==> src/include/map_in_defines.svh <==
//------------------------------------------------------------
// widths, read pipeline options and register map of the
// MAP decoder input stage
// N is limited to 2**MAP_IN_ADDR_W words and must be even
//------------------------------------------------------------

`ifndef MAP_IN_DEFINES_SVH
`define MAP_IN_DEFINES_SVH

// LLR word and RAM address widths
`define MAP_IN_DATA_W       16
`define MAP_IN_ADDR_W       8

// read pipeline options, 0 or 1 each
`define MAP_IN_APIPE        0
`define MAP_IN_DPIPE        0
// enabled cycles from read address to read data
`define MAP_IN_RD_LAT       (1 + `MAP_IN_APIPE + `MAP_IN_DPIPE)

// AXI4-Lite byte address map
`define MAP_IN_AXI_AW       12
// 0 selects LLR word addr[9:2], 1 selects a register
`define MAP_IN_REG_SEL_BIT  10
`define MAP_IN_REG_LEN      12'h400
`define MAP_IN_REG_CTRL     12'h404
`define MAP_IN_REG_STAT     12'h408

`endif

==> src/map_in_pkg.sv <==
//------------------------------------------------------------
// shared types of the MAP input stage
// field widths follow map_in_defines.svh
//------------------------------------------------------------
`default_nettype none

`include "map_in_defines.svh"

package map_in_pkg;

  //------------------------------------------------------------
  // data path items
  //------------------------------------------------------------

  // one RAM write, en is a single cycle strobe
  typedef struct packed {
    logic                        en;
    logic [`MAP_IN_ADDR_W-1:0]   addr;
    logic [`MAP_IN_DATA_W-1:0]   data;
  } llr_wr_t;

  // one output item: forward word k, backward word N-1-k
  typedef struct packed {
    logic [`MAP_IN_DATA_W-1:0]   fwd;
    logic [`MAP_IN_DATA_W-1:0]   bwd;
    logic [`MAP_IN_ADDR_W-1:0]   step;
  } llr_pair_t;

  // sweep command, len is one bit wider to hold N = 2**ADDR_W
  typedef struct packed {
    logic                        start;
    logic [`MAP_IN_ADDR_W:0]     len;
  } sweep_cfg_t;

  //------------------------------------------------------------
  // encodings
  //------------------------------------------------------------

  typedef enum logic [1:0] {
    IDLE,
    RUN,
    DRAIN
  } sweep_state_e;

  // AXI response codes, only the two used here
  typedef enum logic [1:0] {
    OKAY   = 2'b00,
    SLVERR = 2'b10
  } axi_resp_e;

endpackage

`default_nettype wire

==> src/map_dec_input_ram.sv <==
//------------------------------------------------------------
// banked LLR RAM, even words in one bank and odd in the other
// the two read addresses must have opposite parity
// write takes 1 cycle, read takes 1 + APIPE + DPIPE
// enabled cycles, all read stages hold while rd_ena is low
//------------------------------------------------------------
`timescale 1ns/1ps
`default_nettype none

`include "map_in_defines.svh"

module map_dec_input_ram #(
  parameter int DATA_W = `MAP_IN_DATA_W,
  parameter int ADDR_W = `MAP_IN_ADDR_W,
  parameter bit APIPE  = `MAP_IN_APIPE,
  parameter bit DPIPE  = `MAP_IN_DPIPE
) (
  input  wire logic                 irclk,
  input  map_in_pkg::llr_wr_t       wr,
  input  wire logic                 rd_ena,
  input  wire logic [ADDR_W-1:0]    raddr0,
  input  wire logic [ADDR_W-1:0]    raddr1,
  output logic      [DATA_W-1:0]    rdata0,
  output logic      [DATA_W-1:0]    rdata1
);

  // each bank holds half the words
  localparam int BANK_AW = ADDR_W - 1;

  logic [DATA_W-1:0]  bank_even [2**BANK_AW];
  logic [DATA_W-1:0]  bank_odd  [2**BANK_AW];

  // swap select and bank addresses, before and after the address stage
  logic               sel_c;
  logic [BANK_AW-1:0] even_a_c;
  logic [BANK_AW-1:0] odd_a_c;
  logic               sel_a;
  logic [BANK_AW-1:0] even_a;
  logic [BANK_AW-1:0] odd_a;

  // bank read registers
  logic               sel_q;
  logic [DATA_W-1:0]  even_q;
  logic [DATA_W-1:0]  odd_q;

  //------------------------------------------------------------
  // write port
  //------------------------------------------------------------

  // bit 0 picks the bank, the rest is the word in the bank
  always_ff @(posedge irclk) begin
    if (wr.en) begin
      if (wr.addr[0]) begin
        bank_odd[wr.addr[ADDR_W-1:1]] <= wr.data;
      end else begin
        bank_even[wr.addr[ADDR_W-1:1]] <= wr.data;
      end
    end
  end

  //------------------------------------------------------------
  // read address switch
  //------------------------------------------------------------

  // sel high means port 0 points into the odd bank
  assign sel_c    = raddr0[0];
  assign even_a_c = sel_c ? raddr1[ADDR_W-1:1] : raddr0[ADDR_W-1:1];
  assign odd_a_c  = sel_c ? raddr0[ADDR_W-1:1] : raddr1[ADDR_W-1:1];

  generate
    if (APIPE) begin : g_apipe
      // extra address stage, eases timing into the bank
      always_ff @(posedge irclk) begin
        if (rd_ena) begin
          sel_a  <= sel_c;
          even_a <= even_a_c;
          odd_a  <= odd_a_c;
        end
      end
    end else begin : g_no_apipe
      assign sel_a  = sel_c;
      assign even_a = even_a_c;
      assign odd_a  = odd_a_c;
    end
  endgenerate

  // registered bank read, select travels with the data
  always_ff @(posedge irclk) begin
    if (rd_ena) begin
      sel_q  <= sel_a;
      even_q <= bank_even[even_a];
      odd_q  <= bank_odd[odd_a];
    end
  end

  //------------------------------------------------------------
  // read data switch back to the ports
  //------------------------------------------------------------

  generate
    if (DPIPE) begin : g_dpipe
      always_ff @(posedge irclk) begin
        if (rd_ena) begin
          rdata0 <= sel_q ? odd_q  : even_q;
          rdata1 <= sel_q ? even_q : odd_q;
        end
      end
    end else begin : g_no_dpipe
      assign rdata0 = sel_q ? odd_q  : even_q;
      assign rdata1 = sel_q ? even_q : odd_q;
    end
  endgenerate

  // both ports share one bank otherwise, the sweep must keep N-1 odd
  a_opposite_parity : assert property (
    @(posedge irclk) rd_ena |-> (raddr0[0] != raddr1[0])
  ) else $error("read ports hit the same bank");

endmodule

`default_nettype wire

==> src/map_in_axil_regs.sv <==
//------------------------------------------------------------
// AXI4-Lite slave, one write and one read in flight at most
// AW and W are taken together, no wstrb, full words only
// LLR area is write-only, its reads answer SLVERR
// LEN must be even, nonzero and at most 2**MAP_IN_ADDR_W
//------------------------------------------------------------
`timescale 1ns/1ps
`default_nettype none

`include "map_in_defines.svh"

module map_in_axil_regs (
  input  wire logic                        irclk,
  input  wire logic                        rst_n,
  // write address and data
  input  wire logic [`MAP_IN_AXI_AW-1:0]   awaddr,
  input  wire logic                        awvalid,
  output logic                             awready,
  input  wire logic [31:0]                 wdata,
  input  wire logic                        wvalid,
  output logic                             wready,
  // write response
  output map_in_pkg::axi_resp_e            bresp,
  output logic                             bvalid,
  input  wire logic                        bready,
  // read address and data
  input  wire logic [`MAP_IN_AXI_AW-1:0]   araddr,
  input  wire logic                        arvalid,
  output logic                             arready,
  output logic      [31:0]                 rdata,
  output map_in_pkg::axi_resp_e            rresp,
  output logic                             rvalid,
  input  wire logic                        rready,
  // RAM and sweep side
  output map_in_pkg::llr_wr_t              wr,
  output map_in_pkg::sweep_cfg_t           cfg,
  input  wire logic                        busy,
  input  wire logic                        done
);

  import map_in_pkg::*;

  localparam int AW      = `MAP_IN_AXI_AW;
  localparam int RAM_AW  = `MAP_IN_ADDR_W;
  localparam int MAX_LEN = 2 ** `MAP_IN_ADDR_W;

  logic                  aw_w_rdy;
  logic                  wr_acc;
  logic                  rd_acc;
  logic [AW-1:0]         wa;
  logic [AW-1:0]         ra;
  logic                  len_ok;
  logic                  rd_hit;
  logic [31:0]           rd_word;

  // registered outputs toward the RAM and the sweep
  logic                  wr_en;
  logic [RAM_AW-1:0]     wr_addr;
  logic [`MAP_IN_DATA_W-1:0] wr_data;
  logic                  start_q;
  logic [RAM_AW:0]       len_q;
  // sticky done, cleared by the next start
  logic                  done_q;

  assign awready = aw_w_rdy;
  assign wready  = aw_w_rdy;
  assign wr_acc  = aw_w_rdy && awvalid && wvalid;
  assign rd_acc  = arready && arvalid;

  // word aligned byte addresses for register decode
  assign wa = {awaddr[AW-1:2], 2'b00};
  assign ra = {araddr[AW-1:2], 2'b00};

  // odd, zero and oversize lengths are refused
  assign len_ok = !wdata[0] && (wdata != '0) && (wdata <= 32'(MAX_LEN));

  assign wr  = '{en: wr_en, addr: wr_addr, data: wr_data};
  assign cfg = '{start: start_q, len: len_q};

  //------------------------------------------------------------
  // write channel
  //------------------------------------------------------------

  always_ff @(posedge irclk or negedge rst_n) begin
    if (!rst_n) begin
      aw_w_rdy <= 1'b0;
      bvalid   <= 1'b0;
      bresp    <= OKAY;
      wr_en    <= 1'b0;
      start_q  <= 1'b0;
      len_q    <= (RAM_AW + 1)'(MAX_LEN);
      done_q   <= 1'b0;
    end else begin
      // one cycle ready pulse once both channels are up and B is free
      aw_w_rdy <= !aw_w_rdy && awvalid && wvalid && !bvalid;
      wr_en    <= 1'b0;
      start_q  <= 1'b0;
      if (done) begin
        done_q <= 1'b1;
      end
      if (bvalid && bready) begin
        bvalid <= 1'b0;
      end
      if (wr_acc) begin
        bvalid <= 1'b1;
        bresp  <= OKAY;
        if (!awaddr[`MAP_IN_REG_SEL_BIT]) begin
          // LLR area, RAM write lands with bvalid
          wr_en <= 1'b1;
        end else begin
          case (wa)
            `MAP_IN_REG_LEN: begin
              if (len_ok) begin
                len_q <= wdata[RAM_AW:0];
              end else begin
                bresp <= SLVERR;
              end
            end
            `MAP_IN_REG_CTRL: begin
              // a start still in flight counts as busy
              if (wdata[0]) begin
                if (busy || start_q) begin
                  bresp <= SLVERR;
                end else begin
                  start_q <= 1'b1;
                  done_q  <= 1'b0;
                end
              end
            end
            // STAT is read-only, holes in the map too
            default: bresp <= SLVERR;
          endcase
        end
      end
    end
  end

  // LLR payload, qualified by wr_en
  always_ff @(posedge irclk) begin
    if (wr_acc) begin
      wr_addr <= awaddr[RAM_AW+1:2];
      wr_data <= wdata[`MAP_IN_DATA_W-1:0];
    end
  end

  //------------------------------------------------------------
  // read channel
  //------------------------------------------------------------

  // register read mux, LLR area and holes miss
  always_comb begin
    rd_hit  = 1'b1;
    rd_word = '0;
    if (!araddr[`MAP_IN_REG_SEL_BIT]) begin
      rd_hit = 1'b0;
    end else begin
      case (ra)
        `MAP_IN_REG_LEN:  rd_word = 32'(len_q);
        `MAP_IN_REG_CTRL: rd_word = '0;
        `MAP_IN_REG_STAT: rd_word = {30'd0, done_q, busy};
        default:          rd_hit  = 1'b0;
      endcase
    end
  end

  always_ff @(posedge irclk or negedge rst_n) begin
    if (!rst_n) begin
      arready <= 1'b0;
      rvalid  <= 1'b0;
      rresp   <= OKAY;
    end else begin
      arready <= !arready && arvalid && !rvalid;
      if (rvalid && rready) begin
        rvalid <= 1'b0;
      end
      if (rd_acc) begin
        rvalid <= 1'b1;
        rresp  <= rd_hit ? OKAY : SLVERR;
      end
    end
  end

  // data is zero on a miss
  always_ff @(posedge irclk) begin
    if (rd_acc) begin
      rdata <= rd_word;
    end
  end

  // write response holds until the host takes it
  a_bvalid_hold : assert property (
    @(posedge irclk) disable iff (!rst_n) bvalid && !bready |=> bvalid
  ) else $error("bvalid dropped before bready");

endmodule

`default_nettype wire

==> src/map_in_sweep_ctrl.sv <==
//------------------------------------------------------------
// sweep address generator, k and N-1-k on every step
// the RAM output register is the output stage, so the
// whole read pipeline stalls with out_ready
// len must be even, the slave checks it
//------------------------------------------------------------
`timescale 1ns/1ps
`default_nettype none

`include "map_in_defines.svh"

module map_in_sweep_ctrl #(
  parameter int RD_LAT = `MAP_IN_RD_LAT
) (
  input  wire logic                        irclk,
  input  wire logic                        rst_n,
  input  map_in_pkg::sweep_cfg_t           cfg,
  // RAM read side
  output logic      [`MAP_IN_ADDR_W-1:0]   raddr0,
  output logic      [`MAP_IN_ADDR_W-1:0]   raddr1,
  output logic                             rd_ena,
  input  wire logic [`MAP_IN_DATA_W-1:0]   rdata0,
  input  wire logic [`MAP_IN_DATA_W-1:0]   rdata1,
  // output stream
  output map_in_pkg::llr_pair_t            pair,
  output logic                             out_valid,
  input  wire logic                        out_ready,
  // status
  output logic                             busy,
  output logic                             done
);

  import map_in_pkg::*;

  localparam int AW = `MAP_IN_ADDR_W;

  sweep_state_e      state;
  // forward index and N-1, last stays odd so the ports never share a bank
  logic [AW-1:0]     k;
  logic [AW-1:0]     last;
  logic              issue;

  // valid bits and step tags that ride along with the RAM pipeline
  logic [RD_LAT-1:0] vld;
  logic [AW-1:0]     step_sr [RD_LAT];

  //------------------------------------------------------------
  // read side
  //------------------------------------------------------------

  // advance when the output stage is empty or being emptied
  assign rd_ena = !out_valid || out_ready;
  assign issue  = (state == RUN) && rd_ena;

  assign raddr0 = k;
  assign raddr1 = last - k;

  //------------------------------------------------------------
  // output stage
  //------------------------------------------------------------

  assign out_valid = vld[RD_LAT-1];
  assign pair      = '{fwd: rdata0, bwd: rdata1, step: step_sr[RD_LAT-1]};

  // steps leave in order, so step N-1 is the final transfer
  assign done = (state == DRAIN) && out_valid && out_ready && (pair.step == last);
  assign busy = (state != IDLE);

  //------------------------------------------------------------
  // FSM
  //------------------------------------------------------------

  always_ff @(posedge irclk or negedge rst_n) begin
    if (!rst_n) begin
      state <= IDLE;
      k     <= '0;
      last  <= '1;
    end else begin
      case (state)
        IDLE: begin
          // first address goes out the next cycle
          if (cfg.start) begin
            k     <= '0;
            last  <= AW'(cfg.len - 1'b1);
            state <= RUN;
          end
        end
        RUN: begin
          if (rd_ena) begin
            k <= k + 1'b1;
            if (k == last) begin
              state <= DRAIN;
            end
          end
        end
        // wait for the pipeline to empty
        DRAIN: begin
          if (done) begin
            state <= IDLE;
          end
        end
        default: state <= IDLE;
      endcase
    end
  end

  // valid shift register, same enable as the RAM stages
  always_ff @(posedge irclk or negedge rst_n) begin
    if (!rst_n) begin
      vld <= '0;
    end else if (rd_ena) begin
      vld[0] <= issue;
      for (int i = 1; i < RD_LAT; i++) begin
        vld[i] <= vld[i-1];
      end
    end
  end

  // step tags, meaningful only where vld is set
  always_ff @(posedge irclk) begin
    if (rd_ena) begin
      step_sr[0] <= k;
      for (int i = 1; i < RD_LAT; i++) begin
        step_sr[i] <= step_sr[i-1];
      end
    end
  end

  // odd N would break the bank split in the RAM
  a_len_even : assert property (
    @(posedge irclk) disable iff (!rst_n) cfg.start |-> !cfg.len[0]
  ) else $error("sweep started with odd length");

endmodule

`default_nettype wire

==> src/map_in_top.sv <==
//------------------------------------------------------------
// MAP decoder input stage, AXI4-Lite load and pair stream
// single clock, pairs come out in step order
//------------------------------------------------------------
`timescale 1ns/1ps
`default_nettype none

`include "map_in_defines.svh"

module map_in_top (
  input  wire logic                        irclk,
  input  wire logic                        rst_n,
  // AXI4-Lite host port
  input  wire logic [`MAP_IN_AXI_AW-1:0]   awaddr,
  input  wire logic                        awvalid,
  output logic                             awready,
  input  wire logic [31:0]                 wdata,
  input  wire logic                        wvalid,
  output logic                             wready,
  output map_in_pkg::axi_resp_e            bresp,
  output logic                             bvalid,
  input  wire logic                        bready,
  input  wire logic [`MAP_IN_AXI_AW-1:0]   araddr,
  input  wire logic                        arvalid,
  output logic                             arready,
  output logic      [31:0]                 rdata,
  output map_in_pkg::axi_resp_e            rresp,
  output logic                             rvalid,
  input  wire logic                        rready,
  // pair stream
  output map_in_pkg::llr_pair_t            pair,
  output logic                             out_valid,
  input  wire logic                        out_ready
);

  import map_in_pkg::*;

  // slave to RAM and sweep
  llr_wr_t                     wr;
  sweep_cfg_t                  cfg;
  logic                        busy;
  logic                        done;

  // sweep to RAM
  logic                        rd_ena;
  logic [`MAP_IN_ADDR_W-1:0]   raddr0;
  logic [`MAP_IN_ADDR_W-1:0]   raddr1;
  logic [`MAP_IN_DATA_W-1:0]   rdata0;
  logic [`MAP_IN_DATA_W-1:0]   rdata1;

  //------------------------------------------------------------
  // host registers
  //------------------------------------------------------------

  map_in_axil_regs u_regs (
    .irclk   (irclk),
    .rst_n   (rst_n),
    .awaddr  (awaddr),
    .awvalid (awvalid),
    .awready (awready),
    .wdata   (wdata),
    .wvalid  (wvalid),
    .wready  (wready),
    .bresp   (bresp),
    .bvalid  (bvalid),
    .bready  (bready),
    .araddr  (araddr),
    .arvalid (arvalid),
    .arready (arready),
    .rdata   (rdata),
    .rresp   (rresp),
    .rvalid  (rvalid),
    .rready  (rready),
    .wr      (wr),
    .cfg     (cfg),
    .busy    (busy),
    .done    (done)
  );

  //------------------------------------------------------------
  // sweep and RAM
  //------------------------------------------------------------

  map_in_sweep_ctrl u_sweep (
    .irclk     (irclk),
    .rst_n     (rst_n),
    .cfg       (cfg),
    .raddr0    (raddr0),
    .raddr1    (raddr1),
    .rd_ena    (rd_ena),
    .rdata0    (rdata0),
    .rdata1    (rdata1),
    .pair      (pair),
    .out_valid (out_valid),
    .out_ready (out_ready),
    .busy      (busy),
    .done      (done)
  );

  // pipeline options come from the defines header
  map_dec_input_ram u_ram (
    .irclk  (irclk),
    .wr     (wr),
    .rd_ena (rd_ena),
    .raddr0 (raddr0),
    .raddr1 (raddr1),
    .rdata0 (rdata0),
    .rdata1 (rdata1)
  );

endmodule

`default_nettype wire

==> config.mk <==
export PLATFORM = sky130hd
export DESIGN_NAME = map_in_top
export DESIGN_NICKNAME = d
export VERILOG_FILES = /design/src/map_in_pkg.sv /design/src/map_dec_input_ram.sv /design/src/map_in_axil_regs.sv /design/src/map_in_sweep_ctrl.sv /design/src/map_in_top.sv
export VERILOG_INCLUDE_DIRS = /design/src /design/src/include
export SDC_FILE = /design/constraint.sdc
export NUM_CORES = 2
export LEC_CHECK = 0
export BUFFER_PORTS_ARGS = -buffer_cell sky130_fd_sc_hd__buf_4
export CAP_MARGIN = 20
export CORE_ASPECT_RATIO = 0.75
export CORE_MARGIN = 4
export CORE_UTILIZATION = 50
export CTS_CLUSTER_DIAMETER = 100
export DETAILED_ROUTE_END_ITERATION = 10
export PLACE_DENSITY = 0.66
export SLEW_MARGIN = 20
export SYNTH_ARGS = -nofsm -noshare
export SYNTH_HDL_FRONTEND = slang
export SYNTH_MEMORY_MAX_BITS = 65536
export SYNTH_SLANG_ARGS = --single-unit
==> constraint.sdc <==
create_clock -name irclk -period 7.3 [get_ports irclk]
set_input_delay 0.73 -clock irclk [delete_from_list [all_inputs] [get_ports irclk]]
set_output_delay 0.73 -clock irclk [all_outputs]
set_load 0.05 [all_outputs]
# After elaboration in Yosys (flattened, before gate mapping)
# Memories as Yosys holds them, arrays and structs flattened. A register that Yosys moved wholly into a read port is not among the register bits.
# Index checks and enable logic that the tools add are counted.
dict set report word_totals {
  reg_bits 96
  ramBits 4104
  inputBits 64
  out_inout_bits 82
  word_cells 119
  mem_count 3
}
# memory depth word_bits read_ports rd_ports_with_merged_regs write_ports line_no
set mem_list {}
lappend mem_list {u_ram.bank_even 128 16 1 1 1 map_dec_input_ram.sv:30} ;# logic [DATA_W-1:0] bank_even [2**BANK_AW];
lappend mem_list {u_ram.bank_odd 128 16 1 1 1 map_dec_input_ram.sv:31} ;# logic [DATA_W-1:0] bank_odd [2**BANK_AW];
lappend mem_list {u_sweep.step_sr 1 8 1 0 1 map_in_sweep_ctrl.sv:45} ;# logic [AW-1:0] step_sr [RD_LAT];
dict set report op_classes {
  n_addsub 3
  order_cmp 1
  n_eq_ne 13
  n_mux 46
  reduce_logical 35
}
# operator n
set ops {}
lappend ops {{$eq 10x9->1 const B} 5}
lappend ops {{$le 32x9->1 const B} 1}
lappend ops {{$mux 16} 2}
lappend ops {{$reduce_bool 32->1} 1}
lappend ops {{$mux 1} 27}
lappend ops {{$mux 2} 9}
lappend ops {{$pmux 9 s2} 1}
lappend ops {{$eq 8x8->1} 2}
lappend ops {{$logic_and 1x1->1} 16}
lappend ops {{$mux 8} 2}
lappend ops {{$pmux 8 s2} 1}
lappend ops {{$mux 7} 2}
lappend ops {{$add 8x1->8 const B} 1}
lappend ops {{$reduce_and 4->1} 2}
lappend ops {{$reduce_bool 2->1} 4}
lappend ops {{$sub 8x1->8 const B} 1}
lappend ops {{$sub 8x8->8} 1}
lappend ops {{$logic_not 1->1} 6}
lappend ops {{$ne 2x2->1 const B} 3}
lappend ops {{$pmux 2 s3} 1}
lappend ops {{$pmux 2 s2} 1}
lappend ops {{$reduce_and 3->1} 1}
lappend ops {{$reduce_or 3->1} 1}
lappend ops {{$eq 2x1->1 const B} 1}
lappend ops {{other kinds (5)} 6}

# Longest topological paths before layout
dict set report logic_depth {
  ltp_word 10
  ltp_mapped 15
  mapped_depth_nobuf 11
}

# Hierarchy
# A second synthesis with hierarchy kept.
dict set report unflattened {
  hier_cells 11081
  area_unflattened_um2 167814.7
}
# module instances cells_each area_per_inst_um2 seq_area_each_um2
set modules_own_cells {}
lappend modules_own_cells {map_dec_input_ram 1 10730 163817.1 123988.9}
lappend modules_own_cells {map_in_axil_regs 1 151 2125.8 1442.6}
lappend modules_own_cells {map_in_sweep_ctrl 1 200 1871.8 725.7}

# Worst setup path after synthesis
# Ideal clock, no wire load.
dict set report synth_path {
  path_kind {register -> register}
  start {register u_regs.wr_data[0]}
  end {memory u_ram.bank_even[0][0] (netlist bit) (data pin)}
  setup_ns 0.817
  arrival_time_ns 3.228
  required_time_ns 6.483
  slack_ns 3.254
  path_stages_with_launch 1
  path_buffers 0
  period_less_slack_ns 4.046
  path_cell_list {edfxtp_1}
}
# element line_no
set synth_lines {}
lappend synth_lines {{start: declaration} map_in_axil_regs.sv:59} ;# logic [`MAP_IN_DATA_W-1:0] wr_data;
lappend synth_lines {{start signal: assignment} map_in_axil_regs.sv:142} ;# wr_data <= wdata[`MAP_IN_DATA_W-1:0];
lappend synth_lines {{end: declaration} map_dec_input_ram.sv:30}
# No word-level cell before the write port.

# Final worst setup path
dict set report layout_path {
  start {register u_sweep.k[2], in the netlist u_sweep.raddr0[2]}
  end {register u_ram.odd_q[4] (read register of u_ram.bank_odd) (data pin)}
}
dict set report layout_via {
  elab_chain_len 2
}
# element line_no
set layout_lines {}
lappend layout_lines {{start: declaration} map_in_sweep_ctrl.sv:39} ;# logic [AW-1:0] k;
lappend layout_lines {{start signal: assignment} map_in_sweep_ctrl.sv:90} ;# k <= k + 1'b1;
lappend layout_lines {{$sub 8x8->8} map_in_sweep_ctrl.sv:56} ;# assign raddr1 = last - k;
lappend layout_lines {{$mux 7 (*)} map_dec_input_ram.sv:68} ;# assign odd_a_c = sel_c ? raddr0[ADDR_W-1:1] : raddr1[ADDR_W-1:1];
lappend layout_lines {{end: declaration} map_dec_input_ram.sv:44} ;# logic [DATA_W-1:0] odd_q;
# Mark *: on every way between the ends. The rest lies on a longest branch, timed or not.
# A chain may end at the register's enable or synchronous reset.

==> out/results.txt <==
Status: complete, no violations
Seq/Total Area, Yosys: 77.60%
TritonCTS clock tree: yes
Cells along the critical path: inv_1, ha_1, nor2b_1, o31a_1, o2111ai_1, and3_4, nand2_1, o2111ai_1, and4_1, nand4_1
Final #Nets: 8441
First-pass GRT wire length: 588.8 mm
Number of antenna violations at the first check in global routing: 23
Die W: 666.3 um
Tmin final: 5.279 ns
Logic pwr share: 5.7%
DP HPWL: 241.6 mm
Crit path to: u_ram.odd_q[4]
Fin crit share: 72.31%
Initial core utilization: 50.46%
CP Class: register to register
Largest area contributor in the netlist: edfxtp_1
PostCTS Resize Cnt: 0
Post-synthesis compound-gate area fraction: 1.147%
1st-iter DRT viols: 11947
Largest net degree at the start of global routing: 209
CTS Root Cell: clkbuf_16
Most common library cell in the layout ignoring fill and taps: edfxtp_1
Final setup violation count: 0
Dominant combinational cell family by area after synthesis: multiplexers
Design Area, Final: 183400 um^2
Cell area after synthesis: 162500 um^2
Most frequent cells in the layout: 4169 x edfxtp_1, 1024 x mux4_2, 815 x nand2_1
Core area: 322100 um^2
Max Freq: 0.1894 GHz
Max incr delay on CP: 0.91 ns
Clock power frac: 41.1%
Worst r2r src: u_sweep.raddr0[2]
Critical Path AT: 5.91 ns
Dominant cells by area after synthesis: edfxtp_1 77%, mux4_2 14%, nand2_1 1.9%
Synth Instances: 7877
P_int: 39.16 mW
Reg2reg setup slack: 2.02 ns
Die H: 501.8 um
Critical Path Stages: 10
# port buffers: 116
Io pins: 146
Switching pwr: 10.56 mW
Routed Antenna Nets: 0
WP data required: 7.93 ns
Ys async rst share: 0.8797%
Worst Setup SP: u_sweep.raddr0[2]
Clk slew on worst S/H paths: 0.06 ns
Min-delay worst type: primary input to register
Vias per cell: 6.310
Worst Setup End Kind: register
Main synth FF type: edfxtp_1
Placer Congestion: 0.9243
DRT Wirelength: 412.3 mm
Pleak: 58.43 nW
Crit-path slowest cell: o2111ai_1
Switching power share of the total: 21.24%
Sequential share of power: 53.2%
Yosys cell types: 69
Synth warnings: 0
CTS Buffer Depth: 4
Hold_buf cts: 26
Slew Limit Headroom: 17.12%
Core Util, Final: 56.94%
Post-synth EDFFs: 4169
H-tree levels: 5
Filler Cells Inserted: 23471
RSZ-0062 raised after global routing: false
GRT Util Overall: 24.54%
Reg2reg end: u_ram.odd_q[4]
Drt first pass iters: 6
Fin Clk Skew: 0.06020 ns
Post-synthesis mux area share: 14.85%
Buf/Inv on CP: 1
Worst Max-Slew Pin Slew: 1.243 ns
Setup crit start kind: register
Share of cells above drive strength 1: 25.50%
Max_cap viols: 0
Num CTS Buffers: 390
DR WL/cell: 31.81 um
Clock Sink Count: 4206
Final hold vios: 0
Number of global-route vias before repair: 79610
Post-synthesis sequential element count: 4206
Post-CTS Setup Inserts: 0
Cells on worst reg2reg path: 10
Max Transition Viols Final: 0
DRC Markers: 0
Setup TNS: 0 ns
Row cnt: 180
Total power: 49.73 mW
Power Dens Cells: 271.2 nW/um^2
Area Overhead vs Synth: 12.83%
Cell mode on critical path: o2111ai_1
Via count of the routed design: 81800
Synth Area in Adders: 0.08160%
Area post-placement: 170300 um^2
Syn avg cell area: 20.63 um^2
Die area: 334300 um^2
Total gr overflow: 0
Max FO, Critical Path: 37
Top cell type's share of synthesized area: 77.03%
CP delay by family, top: simple AND/OR/NAND/NOR gates
Xor and xnor area share after synthesis: 0.1132%
Post-Synth Simple-Gate Area: 4.757%
Worst skew pair latency: 0.92 ns
Peak supply drop: 0.2237 mV
metal layers:
metal  vias to the layer above  part of all wire, %  GRT usage, %
met5                         -               0.0041             0
met4                         2                  3.4         7.601
met3                       617                   11         6.469
met2                      4442                   45         35.33
met1                     43509                   40         37.02
li1                      33230                    -             -
registers in the layout (all words and copies together), names as in the netlist, 2 cells and up:
| register | flops |
|---|---|
| u_ram.odd_q | 16 |
| u_ram.bank_odd | 2048 |
| u_sweep.step_sr | 8 |
| u_sweep.state | 2 |
| u_ram.even_q | 16 |
| u_regs.rdata | 9 |
| u_regs.wr_data | 16 |
| u_sweep.last | 8 |
| u_regs.wr_addr | 8 |
| u_ram.bank_even | 2048 |
| u_regs.len_q | 9 |
| u_sweep.raddr0 | 8 |
how the worst min path moves through the flow:
stage	startpoint	endpoint	slack, ns	cells past startpoint
detailed placement	u_regs.arready	u_regs.arready	0.46	1
floorplan	u_sweep.raddr0[2]	u_sweep.step_sr[0][2]	0.42	0
global route	wdata[5]	u_regs.wr_data[5]	0.02	1
finish	wdata[5]	u_regs.wr_data[5]	0.06	1
global placement	u_regs.arready	u_regs.arready	0.45	1
CTS	wdata[5]	u_regs.wr_data[5]	0.0002	1
per-stage QoR:
step	setup slack (ns)	std cells	hold WS, ns
final	2.021	12963	0.05749
after global routing	1.970	12960	0.01795
after CTS	2.210	12955	0.0001922
after detailed placement	2.238	12224	0.4590
after global placement	2.395	12224	0.4463
after floorplan	3.254	7901	0.4231
synthesized netlist by cell type, drive strengths merged, types with 11 or more instances:
master and instances:
and2 11, a22o 61, mux2i 56, dfrtp 28, nor2 341, o21ai 52, and4 15, buf 258
nand2 823, nor4 14, clkbuf 213, nand3 380, nor2b 14, nor3 12, a32oi 16, o2111ai 17
a22oi 20, mux4 1024, a31oi 51, edfxtp 4169, and3 12, inv 19, mux2 45, xnor2 15
nand4 121
power groups by stage:
stage / clock (mW) / sequential (mW) / combinational (mW)
floorplan: 0 / 26.9 / 1.97
global placement: 0 / 27.0 / 2.83
detailed placement: 0 / 27.0 / 2.85
CTS: 20.7 / 26.4 / 2.87
global route: 21.8 / 26.4 / 3.04
finish: 20.4 / 26.4 / 2.85
cell families (layout without fill, tap and decap cells):
| kind of cell | Yosys count | after routing |
|---|---|---|
| other cells | 1 | 31 |
| buf+inv | 490 | 1269 |
| fa+ha+maj | 10 | 10 |
| compound gates | 255 | 255 |
| simple gates | 1769 | 1769 |
| flops | 4206 | 4206 |
| mux | 1125 | 1125 |
| xor+xnor | 21 | 21 |
worst register-to-register path, stage by stage, from the launching register on:
cell and delay [ns]:
dfrtp_1 0.51, inv_1 0.13, ha_1 0.41, nor2b_1 0.22
o31a_1 0.32, o2111ai_1 0.52, and3_4 0.67, nand2_1 0.63
o2111ai_1 0.92, and4_1 0.55, nand4_1 0.15
final cells by class:
| type | instances | area, um^2 | share of cell area [%] |
|---|---|---|---|
| sequential | 4206 | 126100 | 68.78 |
| multi-input combinational | 3205 | 34390 | 18.76 |
| clock buffer | 477 | 10290 | 5.614 |
| tap | 4277 | 5351 | 2.918 |
| timing repair buffer | 545 | 4710 | 2.568 |
| clock inverter | 228 | 2405 | 1.311 |
| inverter | 19 | 73.82 | 0.04026 |
| antenna | 6 | 15.01 | 0.008188 |
Note: power is estimated with default switching activity, not from simulation.
